`src/hw/lsu_pkg.sv`:
```
// ------------------------------------------------
// load/store unit shared definitions
// widths, cause codes, pipe depths and record types
// ------------------------------------------------
`default_nettype none

package lsu_pkg;

  // ------------------------------------------------
  // widths
  // ------------------------------------------------
  localparam int unsigned XLEN       = 32;
  localparam int unsigned BE_W       = XLEN / 8;
  localparam int unsigned TRANS_ID_W = 3;
  localparam int unsigned CAUSE_W    = 5;

  // mcause values for misaligned data access
  localparam logic [CAUSE_W-1:0] LD_ADDR_MISALIGNED = 5'd4;
  localparam logic [CAUSE_W-1:0] ST_ADDR_MISALIGNED = 5'd6;

  // output register stages per path
  localparam int unsigned LOAD_PIPE_DEPTH  = 1;
  localparam int unsigned STORE_PIPE_DEPTH = 2;

  // ------------------------------------------------
  // types
  // ------------------------------------------------
  // loads first, stores in the upper codes
  typedef enum logic [2:0] {
    LB  = 3'd0,
    LBU = 3'd1,
    LH  = 3'd2,
    LHU = 3'd3,
    LW  = 3'd4,
    SB  = 3'd5,
    SH  = 3'd6,
    SW  = 3'd7
  } lsu_op_e;

  typedef struct packed {
    logic                 valid;
    logic [CAUSE_W-1:0]   cause;
    // faulting address
    logic [XLEN-1:0]      tval;
  } exception_t;

  // from issue stage, imm already sign-extended
  typedef struct packed {
    lsu_op_e              op;
    logic [XLEN-1:0]      operand_a;
    logic [XLEN-1:0]      operand_b;
    logic [XLEN-1:0]      imm;
    logic [TRANS_ID_W-1:0] trans_id;
  } fu_data_t;

  // agu output, held in the issue register
  typedef struct packed {
    lsu_op_e              op;
    logic [XLEN-1:0]      vaddr;
    // already placed in its byte lane
    logic [XLEN-1:0]      wdata;
    logic [BE_W-1:0]      be;
    logic [TRANS_ID_W-1:0] trans_id;
    exception_t           ex;
  } lsu_req_t;

  typedef struct packed {
    logic                 valid;
    logic [TRANS_ID_W-1:0] trans_id;
    logic [XLEN-1:0]      data;
    exception_t           ex;
  } lsu_result_t;

  // data memory port, addr word aligned
  typedef struct packed {
    logic                 req;
    logic                 we;
    logic [XLEN-1:0]      addr;
    logic [BE_W-1:0]      be;
    logic [XLEN-1:0]      wdata;
  } mem_req_t;

  typedef struct packed {
    logic                 rvalid;
    logic [XLEN-1:0]      rdata;
  } mem_rsp_t;

endpackage

`default_nettype wire

```
`src/hw/lsu_agu.sv`:
```
// ------------------------------------------------
// address generation unit
// effective address, byte enables, store lane and
// misaligned access detection
// ------------------------------------------------
`timescale 1ns/100ps
`default_nettype none

module lsu_agu (
  input  lsu_pkg::fu_data_t fu_data_i,
  output lsu_pkg::lsu_req_t req_o
);

  logic [lsu_pkg::XLEN-1:0] vaddr;
  // 0 byte, 1 half, 2 word
  logic [1:0]               size;
  logic                     is_store;
  logic                     misaligned;
  logic [lsu_pkg::BE_W-1:0] be;

  // base plus sign-extended offset
  assign vaddr = fu_data_i.operand_a + fu_data_i.imm;

  // ------------------------------------------------
  // op decode
  // ------------------------------------------------
  always_comb begin
    size     = 2'd0;
    is_store = 1'b0;
    case (fu_data_i.op)
      lsu_pkg::LH, lsu_pkg::LHU: size = 2'd1;
      lsu_pkg::LW: size = 2'd2;
      lsu_pkg::SB: is_store = 1'b1;
      lsu_pkg::SH: begin
        size     = 2'd1;
        is_store = 1'b1;
      end
      lsu_pkg::SW: begin
        size     = 2'd2;
        is_store = 1'b1;
      end
      // byte loads keep the defaults
      default: ;
    endcase
  end

  // byte enables from low address bits
  always_comb begin
    case (size)
      2'd0:    be = 4'b0001 << vaddr[1:0];
      2'd1:    be = 4'b0011 << vaddr[1:0];
      default: be = 4'b1111;
    endcase
  end

  // byte never misaligned
  always_comb begin
    case (size)
      2'd1:    misaligned = vaddr[0];
      2'd2:    misaligned = |vaddr[1:0];
      default: misaligned = 1'b0;
    endcase
  end

  // ------------------------------------------------
  // request record
  // ------------------------------------------------
  always_comb begin
    req_o          = '0;
    req_o.op       = fu_data_i.op;
    req_o.vaddr    = vaddr;
    // move store data into the addressed lane
    req_o.wdata    = fu_data_i.operand_b << {vaddr[1:0], 3'b000};
    req_o.be       = be;
    req_o.trans_id = fu_data_i.trans_id;
    if (misaligned) begin
      req_o.ex.valid = 1'b1;
      req_o.ex.cause = is_store ? lsu_pkg::ST_ADDR_MISALIGNED : lsu_pkg::LD_ADDR_MISALIGNED;
      req_o.ex.tval  = vaddr;
    end
  end

  // aligned access enables exactly its size in bytes, none lost to the shift
  always_comb begin
    if (!misaligned) begin
      be_width_a: assert final ($countones(be) == (1 << size))
        else $error("lsu_agu: byte enables %b do not cover size %0d", be, size);
    end
  end

endmodule

`default_nettype wire

```
`src/hw/lsu_issue.sv`:
```
// ------------------------------------------------
// single-entry request register
// holds one operation and routes it to load or store
// ------------------------------------------------
`timescale 1ns/100ps
`default_nettype none

module lsu_issue (
  input  logic              clk_i,
  input  logic              rst_ni,
  input  lsu_pkg::lsu_req_t req_i,
  input  logic              valid_i,
  output logic              ready_o,
  output lsu_pkg::lsu_req_t ctrl_o,
  output logic              ld_valid_o,
  output logic              st_valid_o,
  input  logic              pop_ld_i,
  input  logic              pop_st_i
);

  logic              valid_q;
  lsu_pkg::lsu_req_t req_q;
  logic              accept;
  logic              is_load;

  // ready only while empty
  assign ready_o = ~valid_q;
  assign accept  = valid_i & ready_o;

  // fill on accept, clear on either pop
  always_ff @(posedge clk_i or negedge rst_ni) begin
    if (!rst_ni) begin
      valid_q <= 1'b0;
    end else if (accept) begin
      valid_q <= 1'b1;
    end else if (pop_ld_i || pop_st_i) begin
      valid_q <= 1'b0;
    end
  end

  always_ff @(posedge clk_i) begin
    if (accept) begin
      req_q <= req_i;
    end
  end

  // op class
  always_comb begin
    case (req_q.op)
      lsu_pkg::SB, lsu_pkg::SH, lsu_pkg::SW: is_load = 1'b0;
      default: is_load = 1'b1;
    endcase
  end

  assign ctrl_o     = req_q;
  assign ld_valid_o = valid_q & is_load;
  assign st_valid_o = valid_q & ~is_load;

  // only the owning path may retire the operation
  pop_excl_a: assert property (@(posedge clk_i) disable iff (!rst_ni)
    !(pop_ld_i && pop_st_i))
    else $error("lsu_issue: load and store pop together");

  // a pop always retires a held request
  pop_held_a: assert property (@(posedge clk_i) disable iff (!rst_ni)
    (pop_ld_i || pop_st_i) |-> valid_q)
    else $error("lsu_issue: pop with empty register");

endmodule

`default_nettype wire

```
`src/hw/load_unit.sv`:
```
// ------------------------------------------------
// load path
// read request, response wait, lane extract and
// sign or zero extension
// ------------------------------------------------
`timescale 1ns/100ps
`default_nettype none

module load_unit (
  input  logic              clk_i,
  input  logic              rst_ni,
  input  logic              valid_i,
  input  lsu_pkg::lsu_req_t ctrl_i,
  output lsu_pkg::mem_req_t mem_req_o,
  input  lsu_pkg::mem_rsp_t mem_rsp_i,
  output logic              pop_o,
  output lsu_pkg::lsu_result_t result_o
);

  typedef enum logic {
    IDLE,
    WAIT
  } load_state_e;

  load_state_e                    state_q;
  load_state_e                    state_d;
  logic                           issue;
  logic                           ex_done;
  logic                           rsp_done;
  logic                           done;
  logic [lsu_pkg::XLEN-1:0]       shifted;
  logic [lsu_pkg::XLEN-1:0]       ld_data;
  logic                           res_valid_q;
  logic [lsu_pkg::TRANS_ID_W-1:0] res_id_q;
  logic [lsu_pkg::XLEN-1:0]       res_data_q;
  lsu_pkg::exception_t            res_ex_q;

  // ------------------------------------------------
  // control
  // ------------------------------------------------
  // misaligned load skips memory entirely
  assign issue    = (state_q == IDLE) & valid_i & ~ctrl_i.ex.valid;
  assign ex_done  = (state_q == IDLE) & valid_i & ctrl_i.ex.valid;
  assign rsp_done = (state_q == WAIT) & mem_rsp_i.rvalid;
  assign done     = ex_done | rsp_done;
  assign pop_o    = done;

  always_comb begin
    state_d = state_q;
    case (state_q)
      IDLE: begin
        if (issue) begin
          state_d = WAIT;
        end
      end
      WAIT: begin
        if (mem_rsp_i.rvalid) begin
          state_d = IDLE;
        end
      end
      default: state_d = IDLE;
    endcase
  end

  always_ff @(posedge clk_i or negedge rst_ni) begin
    if (!rst_ni) begin
      state_q <= IDLE;
    end else begin
      state_q <= state_d;
    end
  end

  // read strobe for one cycle
  always_comb begin
    mem_req_o       = '0;
    mem_req_o.req   = issue;
    mem_req_o.we    = 1'b0;
    mem_req_o.addr  = {ctrl_i.vaddr[lsu_pkg::XLEN-1:2], 2'b00};
    mem_req_o.be    = ctrl_i.be;
  end

  // ------------------------------------------------
  // data extraction
  // ------------------------------------------------
  // addressed byte or half down to bit 0
  assign shifted = mem_rsp_i.rdata >> {ctrl_i.vaddr[1:0], 3'b000};

  always_comb begin
    case (ctrl_i.op)
      lsu_pkg::LB:  ld_data = {{(lsu_pkg::XLEN-8){shifted[7]}}, shifted[7:0]};
      lsu_pkg::LBU: ld_data = {{(lsu_pkg::XLEN-8){1'b0}}, shifted[7:0]};
      lsu_pkg::LH:  ld_data = {{(lsu_pkg::XLEN-16){shifted[15]}}, shifted[15:0]};
      lsu_pkg::LHU: ld_data = {{(lsu_pkg::XLEN-16){1'b0}}, shifted[15:0]};
      // word
      default:      ld_data = shifted;
    endcase
  end

  // result register
  always_ff @(posedge clk_i or negedge rst_ni) begin
    if (!rst_ni) begin
      res_valid_q <= 1'b0;
    end else begin
      res_valid_q <= done;
    end
  end

  always_ff @(posedge clk_i) begin
    if (done) begin
      res_id_q   <= ctrl_i.trans_id;
      res_data_q <= ctrl_i.ex.valid ? '0 : ld_data;
      res_ex_q   <= ctrl_i.ex;
    end
  end

  assign result_o.valid    = res_valid_q;
  assign result_o.trans_id = res_id_q;
  assign result_o.data     = res_data_q;
  assign result_o.ex       = res_ex_q;

  // memory answers only an outstanding read
  rvalid_wait_a: assert property (@(posedge clk_i) disable iff (!rst_ni)
    mem_rsp_i.rvalid |-> (state_q == WAIT))
    else $error("load_unit: rvalid without outstanding read");

endmodule

`default_nettype wire

```
`src/hw/store_unit.sv`:
```
// ------------------------------------------------
// store path
// single-cycle write request and store result
// ------------------------------------------------
`timescale 1ns/100ps
`default_nettype none

module store_unit (
  input  logic              clk_i,
  input  logic              rst_ni,
  input  logic              valid_i,
  input  lsu_pkg::lsu_req_t ctrl_i,
  output lsu_pkg::mem_req_t mem_req_o,
  output logic              pop_o,
  output lsu_pkg::lsu_result_t result_o
);

  logic                           res_valid_q;
  logic [lsu_pkg::TRANS_ID_W-1:0] res_id_q;
  lsu_pkg::exception_t            res_ex_q;

  // ------------------------------------------------
  // write request
  // ------------------------------------------------
  // no response expected, retire in the request cycle
  always_comb begin
    mem_req_o       = '0;
    mem_req_o.req   = valid_i & ~ctrl_i.ex.valid;
    mem_req_o.we    = 1'b1;
    mem_req_o.addr  = {ctrl_i.vaddr[lsu_pkg::XLEN-1:2], 2'b00};
    mem_req_o.be    = ctrl_i.be;
    mem_req_o.wdata = ctrl_i.wdata;
  end

  assign pop_o = valid_i;

  // ------------------------------------------------
  // result
  // ------------------------------------------------
  always_ff @(posedge clk_i or negedge rst_ni) begin
    if (!rst_ni) begin
      res_valid_q <= 1'b0;
    end else begin
      res_valid_q <= valid_i;
    end
  end

  always_ff @(posedge clk_i) begin
    if (valid_i) begin
      res_id_q <= ctrl_i.trans_id;
      res_ex_q <= ctrl_i.ex;
    end
  end

  // stores carry no data back
  assign result_o.valid    = res_valid_q;
  assign result_o.trans_id = res_id_q;
  assign result_o.data     = '0;
  assign result_o.ex       = res_ex_q;

endmodule

`default_nettype wire

```
`src/hw/result_pipe.sv`:
```
// ------------------------------------------------
// result shift register
// fixed-depth delay line for result records
// ------------------------------------------------
`timescale 1ns/100ps
`default_nettype none

module result_pipe #(
  parameter int unsigned Depth = 1
) (
  input  logic                 clk_i,
  input  logic                 rst_ni,
  input  lsu_pkg::lsu_result_t d_i,
  output lsu_pkg::lsu_result_t d_o
);

  lsu_pkg::lsu_result_t stage_q [Depth];

  if (Depth < 1) begin : gen_depth_check
    $error("result_pipe: Depth must be at least 1");
  end

  // stage 0 takes the input, the rest shift along
  always_ff @(posedge clk_i or negedge rst_ni) begin
    if (!rst_ni) begin
      for (int i = 0; i < Depth; i++) begin
        stage_q[i] <= '0;
      end
    end else begin
      stage_q[0] <= d_i;
      for (int i = 1; i < Depth; i++) begin
        stage_q[i] <= stage_q[i-1];
      end
    end
  end

  assign d_o = stage_q[Depth-1];

endmodule

`default_nettype wire

```
`src/hw/load_store_unit.sv`:
```
// ------------------------------------------------
// load/store unit top
// agu, request register, load and store paths and
// their result pipes on one memory port
// ------------------------------------------------
`timescale 1ns/100ps
`default_nettype none

module load_store_unit (
  input  logic                 clk_i,
  input  logic                 rst_ni,
  input  lsu_pkg::fu_data_t    fu_data_i,
  input  logic                 lsu_valid_i,
  output logic                 lsu_ready_o,
  output lsu_pkg::mem_req_t    mem_req_o,
  input  lsu_pkg::mem_rsp_t    mem_rsp_i,
  output lsu_pkg::lsu_result_t load_result_o,
  output lsu_pkg::lsu_result_t store_result_o
);

  lsu_pkg::lsu_req_t    agu_req;
  lsu_pkg::lsu_req_t    ctrl;
  logic                 ld_valid;
  logic                 st_valid;
  logic                 pop_ld;
  logic                 pop_st;
  lsu_pkg::mem_req_t    ld_mem_req;
  lsu_pkg::mem_req_t    st_mem_req;
  lsu_pkg::lsu_result_t ld_result;
  lsu_pkg::lsu_result_t st_result;

  lsu_agu lsu_agu_inst (
    .fu_data_i (fu_data_i),
    .req_o     (agu_req)
  );

  lsu_issue lsu_issue_inst (
    .clk_i      (clk_i),
    .rst_ni     (rst_ni),
    .req_i      (agu_req),
    .valid_i    (lsu_valid_i),
    .ready_o    (lsu_ready_o),
    .ctrl_o     (ctrl),
    .ld_valid_o (ld_valid),
    .st_valid_o (st_valid),
    .pop_ld_i   (pop_ld),
    .pop_st_i   (pop_st)
  );

  // ------------------------------------------------
  // paths
  // ------------------------------------------------
  load_unit load_unit_inst (
    .clk_i     (clk_i),
    .rst_ni    (rst_ni),
    .valid_i   (ld_valid),
    .ctrl_i    (ctrl),
    .mem_req_o (ld_mem_req),
    .mem_rsp_i (mem_rsp_i),
    .pop_o     (pop_ld),
    .result_o  (ld_result)
  );

  store_unit store_unit_inst (
    .clk_i     (clk_i),
    .rst_ni    (rst_ni),
    .valid_i   (st_valid),
    .ctrl_i    (ctrl),
    .mem_req_o (st_mem_req),
    .pop_o     (pop_st),
    .result_o  (st_result)
  );

  // load path owns the port while a load is held
  assign mem_req_o = ld_valid ? ld_mem_req : st_mem_req;

  // ------------------------------------------------
  // output pipes
  // ------------------------------------------------
  result_pipe #(
    .Depth (lsu_pkg::LOAD_PIPE_DEPTH)
  ) load_pipe_inst (
    .clk_i  (clk_i),
    .rst_ni (rst_ni),
    .d_i    (ld_result),
    .d_o    (load_result_o)
  );

  result_pipe #(
    .Depth (lsu_pkg::STORE_PIPE_DEPTH)
  ) store_pipe_inst (
    .clk_i  (clk_i),
    .rst_ni (rst_ni),
    .d_i    (st_result),
    .d_o    (store_result_o)
  );

endmodule

`default_nettype wire

```
`config.mk`:
```
export PLATFORM = sky130hd
export DESIGN_NAME = load_store_unit
export DESIGN_NICKNAME = d
export VERILOG_FILES = /design/src/hw/lsu_pkg.sv /design/src/hw/lsu_agu.sv /design/src/hw/lsu_issue.sv /design/src/hw/load_unit.sv /design/src/hw/store_unit.sv /design/src/hw/result_pipe.sv /design/src/hw/load_store_unit.sv
export SDC_FILE = /design/constraint.sdc
export NUM_CORES = 1
export LEC_CHECK = 0
export BUFFER_PORTS_ARGS = -buffer_cell sky130_fd_sc_hd__buf_2
export CAP_MARGIN = 20
export CORE_MARGIN = 3
export CORE_UTILIZATION = 30
export CTS_CLUSTER_DIAMETER = 120
export DETAILED_ROUTE_END_ITERATION = 10
export SYNTH_ARGS = -nofsm -noshare
export SYNTH_HDL_FRONTEND = slang
export SYNTH_HIERARCHICAL = 1
export SYNTH_SLANG_ARGS = --single-unit
```
`constraint.sdc`:
```
create_clock -name clk_i -period 6.6 [get_ports clk_i]
set_clock_uncertainty 0.2 [all_clocks]
set_input_delay 0.66 -clock clk_i [delete_from_list [all_inputs] [get_ports clk_i]]
set_output_delay 0.66 -clock clk_i [all_outputs]
set_load 0.005 [all_outputs]
```
==> results of run 1 <==
==> kinds of logic after synthesis <==
kind of cell | Yosys count | synth area share
multiplexers | 113 | 0.0768
adder cells (fa/ha/maj) | 35 | 0.0229
flip-flops | 452 | 0.640
AO/OA/AOI/OAI | 188 | 0.0678
AND/OR/NAND/NOR | 221 | 0.0585
XOR/XNOR | 22 | 0.00991
buffers and inverters | 319 | 0.123
other | 4 | 0.000772
==> state kept, by name (all words and copies together) (netlist names) <==
| name | count |
|---|---|
| load_unit_inst/state_q | 1 |
| load_unit_inst/res_id_q | 3 |
| load_unit_inst/res_data_q | 32 |
| store_unit_inst/result_o | 38 |
| lsu_issue_inst/ctrl_o | 112 |
| store_pipe_inst/stage_q | 74 |
| store_pipe_inst/d_o | 74 |
| load_pipe_inst/d_o | 74 |
| load_unit_inst/result_o | 38 |
| lsu_issue_inst/valid_q | 1 |
| store_unit_inst/res_id_q | 3 |
| load_unit_inst/res_valid_q | 1 |
| store_unit_inst/res_valid_q | 1 |
==> placed cells by master, fill, tap and decap left out, drive strengths merged, types with 45 or more instances in the layout <==
cell / instances
buf: 364
dfrtp: 226
edfxtp: 226
conb: 73
mux2: 70
nand2: 65
clkbuf: 65
o21ai: 48
nor2: 47
a21oi: 45
==> worst max-delay path, delay by kind of cell (launching register included) <==
kind,cells,cell delay (ps)
flops,1,480
mux,1,350
buf+inv,2,760
compound gates,1,300
simple gates,1,780
==> final timing paths <==
kind | to | slack (ps) | cells past startpoint
max | mem_req_o[61] | 2380 | 5
min | lsu_issue_inst/ctrl_o[38] | 60 | 1
max reg2reg | load_unit_inst/result_o[27] | 3370 | 5
min reg2reg | store_pipe_inst/stage_q[100] | 140 | 0
max in group asynchronous | load_pipe_inst/d_o[60] | 4500 | 3
min in group asynchronous | store_pipe_inst/stage_q[124] | 430 | 2
==> area by class of cell <==
type / instances / area [um2] / share of cell area
Sequential cell: 452 / 12400 / 0.565
Multi-Input combinational cell: 652 / 4890 / 0.222
Timing Repair Buffer: 365 / 1920 / 0.0870
Clock buffer: 65 / 1410 / 0.0641
Tap cell: 846 / 1060 / 0.0481
Clock inverter: 25 / 248 / 0.0112
Inverter: 14 / 52.6 / 0.00239
Antenna cell: 4 / 10.0 / 0.000454
==> timing repair <==
item	4_1_cts	5_1_grt
hold buffers	1	0
setup endpoints to repair	0	0
gates resized for setup	0	0
hold endpoints to repair	68	0
==> through the flow <==
| stage | worst slack [ps] | std cells | hold slack, ps | area, um2 |
|---|---|---|---|---|
| finish | 2380 | 2423 | 63.2 | 22000 |
| global route | 2180 | 2422 | 22.2 | 22000 |
| global placement | 2770 | 2327 | 130 | 20300 |
| detailed placement | 2980 | 2328 | 134 | 20300 |
| floorplan | 1720 | 1423 | 131 | 19700 |
| CTS | 2330 | 2419 | 15.4 | 22000 |
==> layer usage <==
layer / wire [um] / vias up
li1: - / 4817
met1: 19200 / 5020
met2: 21000 / 335
met3: 2510 / 79
met4: 1160 / 4
met5: 21 / -
==> power by group through the flow <==
| stage | combinational (mW) | clock [mW] | sequential (mW) |
|---|---|---|---|
| after global routing | 1.85 | 2.96 | 3.97 |
| after global placement | 1.71 | 0 | 3.96 |
| after detailed placement | 1.73 | 0 | 3.98 |
| final | 1.69 | 2.75 | 3.91 |
| after CTS | 1.73 | 2.85 | 3.92 |
| after floorplan | 1.30 | 0 | 3.92 |
==> impl_metrics.ini, run 1 <==
[grt]
grt_pass1_vias = 10400
use_met3 = 0.0273
antenna_found_initial = 5
grt_use_met1 = 0.166
top_usage_layer = met2
met2_usage = 0.205
gr-total-overflow = 0
grt_pass1_wl_um = 64000
grt_usage = 0.125
grt_max_degree = 159

[logic_synthesis]
syn-cell-area_um2 = 19400
synth-seq-cells = 452
ys.flop_type = edfxtp_1
synthArstFlopShare = 0.500
netlist.area_leader.share = 0.349
synth_most_common_cell = buf_4
synthDistinctLibCells = 74
synth_edf_count = 226
ys_warn_count = 6
syn_area_per_cell_um2 = 14.4
post_synth_inst_count = 1354
seq_area_frac_synth = 0.640
synthTopCellsByCount = 262 x buf_4, 226 x dfrtp_1, 226 x edfxtp_1
ys_top_cells_by_area = edfxtp_1 35%, dfrtp_1 29%, buf_4 10%
yosys.area.top_type = edfxtp_1

[routing]
num_vias = 10300
vias_per_cell = 4.23
antenna_left = 0
drt_pre_antenna_iters = 6
drt_iter0_markers = 798
drc = 0
wl_um = 43900
wl_per_cell_um = 18.1

[cells_and_area]
fillers = 6192
final_net_count = 1706
area_delta_synth_final_pct = 13.3
drive_gt1_frac = 0.345
fin_util = 0.347

[timing]
period_minus_slack_ps = 4220
relSlewSlack = 0.342
worst_pin_slew_ps = 987
rsz0062_at_grt = no
setup_violations = 0
fin_crit_sh = 0.640
fmax_mhz = 237
slew_viol_final = 0
final_hold_viol_count = 0
fin_setup_tns_ps = 0

[hold_path]
hold_class = input port to register
hp-start = fu_data_i[0]

[power_and_ir_drop]
power_frac_comb = 0.203
ir_worst_vdd_uv = 205
powerDensity_nw_per_um2 = 379
p_int_mw = 6.06
switching_share = 0.274
total_leakage_power_nw = 9.41
p_seq_frac = 0.468
switchingPower_mw = 2.29
finalPower_mw = 8.35
clkPwrFrac = 0.329

[cts]
htreeDepth = 2
root_buffer = clkbuf_16
cts-buffers-inserted = 48
cts_tree = yes
insertion_delay_ps = 570
cts_setup_buffers = 0
clk_pin_slew_ps = 60
numClockSinks = 452
cts_buffer_depth = 3

[run]
drv_cap = 0

[critical_path]
cp-start-kind = register
startpoint = lsu_issue_inst/ctrl_o[110]
arrival_ps = 3360
max_stage_delay_ps = 780
reg2reg_from = lsu_issue_inst/ctrl_o[110]
crit_chain = o21ai_1 -> and2_4 -> buf_4 -> mux2_4 -> buf_2
critPathRequiredTime_ps = 5740
cpMaxStageDelayCell = and2_4
crit_type = register to output pin
cp-end-kind = output pin
path_max_fanout = 46

[status]
status = complete, no violations

[floorplanning]
rows = 92
die_area_um2 = 67900
fp.dieH_um = 261
initial_core_util = 0.306
core_area_um2 = 63500
io_pins = 357
fp.dieW_um = 261

[placed_design]
dpl.hpwl_um = 32300
gp_congestion = 0.826
port_buffers = 354
No activity file was read; power rests on OpenSTA's default activity.
==> run 2: changes to the inputs <==
ABC_AREA = 1   (was default)
clock period = 3.6 ns   (was 6.6 ns; I/O delays follow)
==> run 2 against run 1 <==
Register-to-register slack lost 2300 ps. Cell area is 4.3% higher. Synthesized cell count up 37%. Clock power rose by 91%. Highest routed layer is now met4. Critical path type unchanged. Die area is 1.0% higher. Largest cell class unchanged. Total power rose by 87%. Sequential cell count unchanged. Count of clock-buffer cells in the layout grew 1. Critical path depth rose by 2. First-iteration DRC count increased by 10%. Core utilization rose by 0.89 points. Sequential power up 83%.
==> impl_metrics.ini, run 2 <==
[logic_synthesis]
yosys.area.top_type = edfxtp_1
ys.flop_type = edfxtp_1
synth_most_common_cell = nand2_1
post_synth_inst_count = 1850
synthTopCellsByCount = 540 x nand2_1, 271 x buf_4, 226 x dfrtp_1, 226 x edfxtp_1, 181 x inv_1
syn_area_per_cell_um2 = 10.6
syn-cell-area_um2 = 19600
ys_warn_count = 6
netlist.area_leader.share = 0.345
synth-seq-cells = 452
ys_top_cells_by_area = edfxtp_1 35%, dfrtp_1 29%, buf_4 10%
seq_area_frac_synth = 0.633
synth_edf_count = 226
synthArstFlopShare = 0.500
synthDistinctLibCells = 41

[critical_path]
ff2ff_path_depth = 8
crit_chain = nor2_2 -> nor2_1 -> nor2_4 -> buf_4 -> nand2_1 -> nand2_1 -> buf_2
timing.rr.end = load_unit_inst/res_data_q[1]
critPathRequiredTime_ps = 3040
path_depth = 7
crit_type = register to output pin
cp-start-kind = register
crit_path_frequent_cell = nand2_1
arrival_ps = 2390
cp-end-kind = output pin
reg2reg_slack_ps = 1100
path_max_fanout = 38
cp_top_family = simple AND/OR/NAND/NOR gates
cpMaxStageDelayCell = buf_4
crit_buf_inv = 2
reg2reg_from = lsu_issue_inst/ctrl_o[77]
max_stage_delay_ps = 470

[routing]
drt_pre_antenna_iters = 6
drt_iter0_markers = 880
antenna_left = 0
wl_per_cell_um = 16.2
num_vias = 12400
wl_um = 48500
vias_per_cell = 4.13
drc = 0

[cells_and_area]
layout_common_cells = 540 x nand2_1, 353 x buf_2, 226 x dfrtp_1, 226 x edfxtp_1, 180 x inv_1
fin_cells = 2989
drive_gt1_frac = 0.233
fillers = 6438
final_net_count = 2267
area_delta_synth_final_pct = 16.9
diodes = 0
largest_register_ffs = 112
final_common_cell = nand2_1

[timing]
relSlewSlack = 0.543
final_hold_viol_count = 0
period_minus_slack_ps = 2950
layout_setup_ws_ps = 647
fin_setup_tns_ps = 0
fin_crit_sh = 0.820
slew_viol_final = 0
setup_violations = 0
worst_pin_slew_ps = 686
fmax_mhz = 339
rsz0062_at_grt = no

[run]
drv_cap = 0

[hold_path]
min_delay_worst_endpoint = lsu_issue_inst/ctrl_o[63]
holdPathStages = 3
hp-start = fu_data_i[45]
hold_class = input port to register

[floorplanning]
rows = 93
fp.dieH_um = 262
io_pins = 357
die_area_um2 = 68600
fp.dieW_um = 262
core_area_um2 = 64600
initial_core_util = 0.304

[placed_design]
dp_worst_setup_slack_ps = 735
gp_congestion = 0.905
dpl.hpwl_um = 35500
dpl.cell_count = 2844
port_buffers = 354

[cts]
root_buffer = clkbuf_16
cts-buffers-inserted = 48
insertion_delay_ps = 580
clk_pin_slew_ps = 60
cts_tree = yes
numClockSinks = 452
cts_buffer_depth = 3
htreeDepth = 2

[grt]
gr-total-overflow = 0
grt_max_degree = 91
antenna_found_initial = 0
grt_pass1_vias = 12400
grt_usage = 0.138
grt_pass1_wl_um = 71700

[power_and_ir_drop]
powerDensity_nw_per_um2 = 678
ir_worst_vdd_uv = 370
total_leakage_power_nw = 11.0

[status]
status = complete, no violations
==> run 2: changes by cell type after synthesis, moves of 15 or more <==
cell | previous run | this run
mux2i_1 | 42 | 0
nor2_1 | 46 | 100
nor2b_1 | 17 | 0
nand2_2 | 0 | 15
inv_1 | 14 | 181
nor3_1 | 22 | 5
mux2_4 | 70 | 0
o21ai_0 | 37 | 52
nand2_1 | 65 | 540
a211oi_1 | 35 | 0
nand3_1 | 2 | 39
and2_1 | 23 | 6
==> run 2: area by class of cell <==
type | instances | area, um2 | area share
Sequential cell | 452 | 12400 | 0.542
Multi-Input combinational cell | 972 | 4500 | 0.196
Timing Repair Buffer | 427 | 2500 | 0.109
Clock buffer | 66 | 1390 | 0.0604
Tap cell | 855 | 1070 | 0.0466
Inverter | 193 | 732 | 0.0319
Clock inverter | 24 | 327 | 0.0142
==> run 2: through the flow <==
step / power [mW] / instance area (um2) / hold WS [ps] / utilization
floorplan: 9.31 / 19900 / -136 / -
global route: 16.5 / 23000 / 28.1 / 0.356
detailed placement: 10.4 / 20700 / 134 / 0.321
global placement: 10.4 / 20700 / 131 / 0.321
CTS: 15.9 / 23000 / 3.06 / 0.356
finish: 15.6 / 23000 / 63.3 / 0.356
==> run 2: cell families (layout without fill, tap and decap cells) <==
| logic type | Yosys count | count (layout) | synth area share |
|---|---|---|---|
| XOR/XNOR | 15 | 15 | 0.00783 |
| other | 4 | 73 | 0.000764 |
| AO/OA/AOI/OAI | 117 | 117 | 0.0317 |
| buffers and inverters | 495 | 710 | 0.152 |
| adder cells (fa/ha/maj) | 35 | 35 | 0.0227 |
| AND/OR/NAND/NOR | 732 | 732 | 0.152 |
| flip-flops | 452 | 452 | 0.633 |
==> run 2: layer usage <==
| metal | GRT usage | routed length, um |
|---|---|---|
| met1 | 0.176 | 20800 |
| met2 | 0.240 | 23600 |
| met3 | 0.0233 | 2800 |
| met4 | 0.0426 | 1280 |
| met5 | 0 | 0 |
==> run 2: what timing repair did <==
action / CTS / global route
resized for setup: 0 / 0
setup buffers: 0 / 0
hold buffers: 55 / 0
endpoints found under the hold margin: 128 / 0
endpoints found under the setup margin: 0 / 0
==> run 2: worst min-delay path: cells and delay by family <==
kind            cells  cell delay (ps)
buf+inv             1              120
compound gates      2              210
==> run 2: how the worst max path moves through the flow <==
stage | from | end | slack, ps
after detailed placement | fu_data_i[100] | lsu_issue_inst/ctrl_o[17] | 730
after CTS | lsu_issue_inst/ctrl_o[109] | mem_req_o[64] | 540
after global placement | fu_data_i[100] | lsu_issue_inst/ctrl_o[6] | 740
after global routing | lsu_issue_inst/ctrl_o[109] | mem_req_o[33] | 460
after floorplan | lsu_issue_inst/ctrl_o[109] | lsu_issue_inst/valid_q | 100
final | lsu_issue_inst/ctrl_o[109] | mem_req_o[33] | 650
==> run 2: report_power, final <==
group          switching [mW]  total [mW]  internal, mW
Clock                    2.03        5.25          3.21
Combinational            2.07        3.16          1.09
Sequential              0.406        7.16          6.76
Total                    4.51        15.6          11.1
